### config.mk
export PLATFORM = sky130hd
export DESIGN_NAME = decoderTop
export DESIGN_NICKNAME = d
export VERILOG_FILES = /design/src/decoderPkg.sv /design/src/immGen.sv /design/src/opDecode.sv /design/src/dispatchStage.sv /design/src/decoderTop.sv
export SDC_FILE = /design/constraint.sdc
export NUM_CORES = 1
export LEC_CHECK = 0
export BUFFER_PORTS_ARGS = -buffer_cell sky130_fd_sc_hd__buf_2
export CELL_PAD_IN_SITES_DETAIL_PLACEMENT = 0
export CELL_PAD_IN_SITES_GLOBAL_PLACEMENT = 1
export CORE_MARGIN = 8
export CORE_UTILIZATION = 33
export DETAILED_ROUTE_END_ITERATION = 7
export GPL_ROUTABILITY_DRIVEN = 0
export PLACE_DENSITY = 0.83
export SYNTH_ARGS = -nofsm -noshare
export SYNTH_HDL_FRONTEND = slang
export SYNTH_SLANG_ARGS = --single-unit
### constraint.sdc
create_clock -name clk -period 5.4 [get_ports clk]
set_input_delay 1.08 -clock clk [delete_from_list [all_inputs] [get_ports clk]]
set_output_delay 1.08 -clock clk [all_outputs]
set_load 0.1 [all_outputs]
### src/decoderPkg.sv
package decoderPkg;

    //////////////////////////////////////////////////
    // bus types

    typedef logic [31:0] instT;
    typedef logic [31:0] addrT;
    typedef logic [31:0] immT;
    typedef logic [4:0]  regNameT;

    //////////////////////////////////////////////////
    // major opcodes of the RV32I base set

    localparam logic [6:0] opcLui    = 7'b0110111;
    localparam logic [6:0] opcAuipc  = 7'b0010111;
    localparam logic [6:0] opcJal    = 7'b1101111;
    localparam logic [6:0] opcJalr   = 7'b1100111;
    localparam logic [6:0] opcBranch = 7'b1100011;
    localparam logic [6:0] opcLoad   = 7'b0000011;
    localparam logic [6:0] opcStore  = 7'b0100011;
    localparam logic [6:0] opcOpImm  = 7'b0010011;
    localparam logic [6:0] opcOp     = 7'b0110011;

    // internal operation codes, NOP stays at zero so a cleared packet is harmless
    typedef enum logic [5:0] {
        NOP,
        LUI, AUIPC,
        JAL, JALR,
        BEQ, BNE, BLT, BGE, BLTU, BGEU,
        LB, LH, LW, LBU, LHU,
        SB, SH, SW,
        ADDI, SLTI, SLTIU, XORI, ORI, ANDI,
        SLLI, SRLI, SRAI,
        ADD, SUB, SLL, SLT, SLTU,
        XOR, SRL, SRA, OR, AND
    } opT;

    //////////////////////////////////////////////////
    // packets

    // one fetched instruction as delivered by the fetch unit
    typedef struct packed {
        instT inst;
        addrT pc;
        logic pd;       // predicted taken
    } fetchPktT;

    // decoded instruction handed to the register file
    typedef struct packed {
        regNameT rs1;
        regNameT rs2;
        regNameT rd;
        opT      op;
        addrT    pc;
        immT     imm;
        logic    pd;
    } rfPktT;

endpackage

### src/immGen.sv
`timescale 1ns/100ps

module immGen (
    input  decoderPkg::instT inst,
    output decoderPkg::immT  imm
);
    import decoderPkg::*;

    logic [6:0] opcode;
    logic       sign;

    assign opcode = inst[6:0];
    assign sign   = inst[31];   // every format keeps its sign in bit 31

    //////////////////////////////////////////////////
    // format select

    always_comb begin
        case (opcode)
            opcLui,
            opcAuipc: begin
                imm = {inst[31:12], 12'b0};
            end
            opcJal: begin
                // offset bits are scattered, lowest bit is always zero
                imm = {{12{sign}}, inst[19:12], inst[20], inst[30:21], 1'b0};
            end
            opcBranch: begin
                imm = {{20{sign}}, inst[7], inst[30:25], inst[11:8], 1'b0};
            end
            opcJalr,
            opcLoad,
            opcOpImm: begin
                imm = {{20{sign}}, inst[31:20]};
            end
            opcStore: begin
                imm = {{20{sign}}, inst[31:25], inst[11:7]};   // split around rd slot
            end
            default: begin
                imm = '0;   // register ALU and unsupported opcodes carry no immediate
            end
        endcase
    end

endmodule

### src/opDecode.sv
`timescale 1ns/100ps

module opDecode (
    input  decoderPkg::instT inst,
    output decoderPkg::opT   op
);
    import decoderPkg::*;

    logic [6:0] opcode;
    logic [2:0] funct3;
    logic [6:0] funct7;
    logic       alt;

    assign opcode = inst[6:0];
    assign funct3 = inst[14:12];
    assign funct7 = inst[31:25];
    assign alt    = inst[30];   // selects SRAI over SRLI

    always_comb begin
        op = NOP;
        case (opcode)
            opcLui:   op = LUI;
            opcAuipc: op = AUIPC;
            opcJal:   op = JAL;
            opcJalr:  op = JALR;

            //////////////////////////////////////////////////
            // control transfer and memory

            opcBranch: begin
                case (funct3)
                    3'b000:  op = BEQ;
                    3'b001:  op = BNE;
                    3'b100:  op = BLT;
                    3'b101:  op = BGE;
                    3'b110:  op = BLTU;
                    3'b111:  op = BGEU;
                    default: op = NOP;  // 010 and 011 are reserved
                endcase
            end
            opcLoad: begin
                case (funct3)
                    3'b000:  op = LB;
                    3'b001:  op = LH;
                    3'b010:  op = LW;
                    3'b100:  op = LBU;
                    3'b101:  op = LHU;
                    default: op = NOP;
                endcase
            end
            opcStore: begin
                case (funct3)
                    3'b000:  op = SB;
                    3'b001:  op = SH;
                    3'b010:  op = SW;
                    default: op = NOP;
                endcase
            end

            //////////////////////////////////////////////////
            // integer ALU

            opcOpImm: begin
                case (funct3)
                    3'b000: op = ADDI;
                    3'b010: op = SLTI;
                    3'b011: op = SLTIU;
                    3'b100: op = XORI;
                    3'b110: op = ORI;
                    3'b111: op = ANDI;
                    3'b001: op = alt ? NOP : SLLI;
                    3'b101: op = alt ? SRAI : SRLI;
                    default: op = NOP;
                endcase
            end
            opcOp: begin
                // only funct7 0000000 and 0100000 exist in the base set, RV32M lands in NOP
                if (funct7 == 7'b0000000) begin
                    case (funct3)
                        3'b000: op = ADD;
                        3'b001: op = SLL;
                        3'b010: op = SLT;
                        3'b011: op = SLTU;
                        3'b100: op = XOR;
                        3'b101: op = SRL;
                        3'b110: op = OR;
                        3'b111: op = AND;
                        default: op = NOP;
                    endcase
                end else if (funct7 == 7'b0100000) begin
                    if (funct3 == 3'b000) op = SUB;
                    else if (funct3 == 3'b101) op = SRA;
                end
            end
            default: op = NOP;  // fence, system and anything unknown
        endcase
    end

endmodule

### src/dispatchStage.sv
`timescale 1ns/100ps

module dispatchStage #(
    parameter int robDepth = 16
) (
    input  logic                        clk,
    input  logic                        rst,
    input  logic                        rdy,
    input  logic                        fetchEn,
    input  decoderPkg::fetchPktT        fetch,
    input  decoderPkg::immT             imm,
    input  decoderPkg::opT              op,
    output logic                        rfEn,
    output decoderPkg::rfPktT           rf,
    output logic                        robEn,
    output decoderPkg::regNameT         robRd,
    output logic [$clog2(robDepth)-1:0] robTag
);
    import decoderPkg::*;

    localparam int tagW = $clog2(robDepth);

    logic            accept;
    logic [tagW-1:0] tagCnt;    // tag handed to the next accepted instruction

    assign accept = rdy && fetchEn;

    //////////////////////////////////////////////////
    // output register and tag allocation

    always_ff @(posedge clk) begin
        if (rst) begin
            rfEn   <= 1'b0;
            robEn  <= 1'b0;
            robTag <= '0;
            tagCnt <= '0;
            rf.op  <= NOP;
        end else begin
            rfEn  <= accept;    // strobes last one cycle per accepted instruction
            robEn <= accept;
            if (accept) begin
                rf.rs1 <= fetch.inst[19:15];
                rf.rs2 <= fetch.inst[24:20];
                rf.rd  <= fetch.inst[11:7];
                rf.op  <= op;
                rf.pc  <= fetch.pc;
                rf.imm <= imm;
                rf.pd  <= fetch.pd;
                robRd  <= fetch.inst[11:7];
                robTag <= tagCnt;
                // power-of-two depth, so the counter wraps by itself
                tagCnt <= tagCnt + tagW'(1);
            end
        end
    end

endmodule

### src/decoderTop.sv
`timescale 1ns/100ps

module decoderTop #(
    parameter int robDepth = 16
) (
    input  logic                        clk,
    input  logic                        rst,
    input  logic                        rdy,
    input  logic                        fetchEn,
    input  decoderPkg::fetchPktT        fetch,
    output logic                        rfEn,
    output decoderPkg::rfPktT           rf,
    output logic                        robEn,
    output decoderPkg::regNameT         robRd,
    output logic [$clog2(robDepth)-1:0] robTag
);
    import decoderPkg::*;

    immT imm;
    opT  op;

    // both decoders look at the same word in the same cycle
    immGen immGen_i (
        .inst (fetch.inst),
        .imm  (imm)
    );

    opDecode opDecode_i (
        .inst (fetch.inst),
        .op   (op)
    );

    dispatchStage #(
        .robDepth (robDepth)
    ) dispatchStage_i (
        .clk     (clk),
        .rst     (rst),
        .rdy     (rdy),
        .fetchEn (fetchEn),
        .fetch   (fetch),
        .imm     (imm),
        .op      (op),
        .rfEn    (rfEn),
        .rf      (rf),
        .robEn   (robEn),
        .robRd   (robRd),
        .robTag  (robTag)
    );

endmodule

==> metrics.txt <==
status=finished, final reports clean; most common cell after layout, fill and taps aside=buf_2; die footprint=15900 um2; multiplexer area fraction after synthesis=1.06%; top post-synthesis cells by area=edfxtp_1 60%, dfxtp_1 7.5%, a21o_1 3.7%; crit path DAT=2.66 ns; Post-CTS Setup Inserts=0; drt pass-1 iters=4; most frequent cells in the layout=165 x buf_2, 80 x edfxtp_1, 25 x nand2_1, 20 x a21o_1, 19 x a21oi_1; ANT nets after route=0; htree depth=3; Chip Width=between 100 and 150 um; max-capacitance violation count=0; Area growth syn-to-layout=30.2%; total gr overflow=0; root buffer cell=clkbuf_16; Post-Route WL=11.3 mm; Fmax=0.375 GHz; FF+latch count, synth=95; Post-synth EDFFs=80; PD cells=338 nW/um2; post-layout minimum cycle time=2.67 ns; hold buffer count at CTS=0; Sinks on Clock Net=95; worst vdd ir=0.142 mV; Synth Area in Simple Gates=around 12%; first-pass GRT wire length=roughly 17 mm; Final Max Tran Viols=0; Initial DRC Count=210; leakage=2.13 nW; register area share after synthesis=between 60% and 70%; clock latency on the worst-skew pair=0.33 ns; Resized cells post-CTS=0; Initial Utilization=33.5%; Tot Pwr=between 1.5 and 2 mW; # nets final=about 530; Avg Inst Size Synth=~14 um2; Worst Setup Slack, final=between 2 and 3 ns; Post-DP HPWL=between 8 and 9 mm; Startpoint Class=input pin; port bufs=165; adder-cell share of the synthesized area=1.56%; Core ar.=12000 um2; all-layer global routing usage=13.9%; Final setup viols=0; largest net degree at the start of global routing=35; clock tree buffer depth=2; Mapped Cells=297; Worst Tran Pin Value=a little under 0.8 ns; final hold violations=0; number of CTS-inserted buffers=9; Syn Nets=371; Die Ht=around 130 um; Compound-Gate Fraction of Synth Area=14.0%; Worst Setup End Kind=flip-flop; main combinational cell family by area after synthesis=compound AO/OA/AOI/OAI gates; share of cells above drive strength 1=41.8%; initial antenna violation count=3; Mapped Area=between 4000 and 5000 um2; xor and xnor fraction of the mapped netlist area=0.655%; reg2reg setup slack=4.36 ns; Site Rows=40; Residual DRC=0; Worst-path clk slew=0.07 ns; Via density=5.00; RSZ-0062 raised after global routing=no; crit-path max FO=34; CTS tree=done; required time worst endpoint=around 5.4 ns; Yosys top cell area share=59.9%; Ys Warns=0; Final Cycle Share=49.4%; Slew HR=47.8%; top_reg_cell synth=edfxtp_1; Final Skew=between 0.001 and 0.0015 ns; Place WS=2.35 ns; WS Path Type=in -> reg; routed vias=a little over 3000; cell taking the most area after synthesis=edfxtp_1; post-DR wirelength/cell=about 19 um; Async SR Flop Fraction=0%; vias in the first global route=3041; number of library cell types mapped by synthesis=52; total negative setup slack=0 ns; Hold WC Path Type=reg -> reg; Ports=around 170
## worst max-delay path, cell delays in order
cell,delay (ns)
buf_2,0.08
nand2_1,0.32
nor2_4,0.67
buf_4,0.49
## sequential cells by signal, indices dropped and copies added (netlist names)
name,cells
dispatchStage_i.rfEn,1
dispatchStage_i.tagCnt,4
dispatchStage_i.rf,86
dispatchStage_i.robTag,4
## cell families after synthesis
family,Yosys count
xor gates and xnor gates,3
DFF,95
adders and majority gates,5
buffers and inverters,25
AOI/OAI and AO/OA,78
muxes,3
and+or+nand+nor,88
## cell usage after synthesis (5+ instances only)
cell      count
ha_1          5
buf_2         6
o22ai_1       5
nand2_1      25
dfxtp_1      15
nor2_1       14
a21o_1       20
clkbuf_1      6
buf_4         6
and2_1       10
a22o_1        6
inv_1         7
a21oi_1      19
edfxtp_1     80
nand2b_1      7
## power breakdown
group	switching (mW)	total, mW	internal [mW]
Combinational	0.287	0.343	0.0559
Clock	0.268	0.586	0.317
Sequential	0.00910	0.834	0.825
## per-stage QoR
step           util (%)  instances  area (um2)  hold slack (ns)
2_1_floorplan         -        297        4010            0.444
3_3_place_gp       41.3        593        4940            0.451
3_5_place_dp       41.3        593        4940            0.452
4_1_cts            43.6        609        5220            0.464
5_1_grt            43.7        610        5220            0.475
6_report           43.7        610        5220            0.466
## area by class of cell
class | count | area (um2)
diodes | 1 | 2.50
repair buffers | 167 | 841
clock buffers | 11 | 233
well taps | 147 | 184
flip-flops and latches | 95 | 2700
clock inverters | 5 | 41.3
fillers | 1101 | 6740
inverters | 7 | 26.3
multi-input cells | 177 | 1190
## final timing paths
kind,startpoint,end,cells after the start
worst max-delay path,rdy,dispatchStage_i.rf[46],4
worst min register to register,dispatchStage_i.robTag[0],dispatchStage_i.robTag[0],2
worst min-delay path,dispatchStage_i.robTag[0],dispatchStage_i.robTag[0],2
worst max register to register,dispatchStage_i.rf[65],dispatchStage_i.rf[65],4
## metal layers
| layer | GRT usage, % | part of all wire, % |
|---|---|---|
| met3 | 5.95 | 10 |
| met5 | 0 | 0.14 |
| met1 | 15.7 | 40 |
| met2 | 23.8 | 49 |
| met4 | 3.40 | 0.88 |
Power figures use the tool's default switching activity.
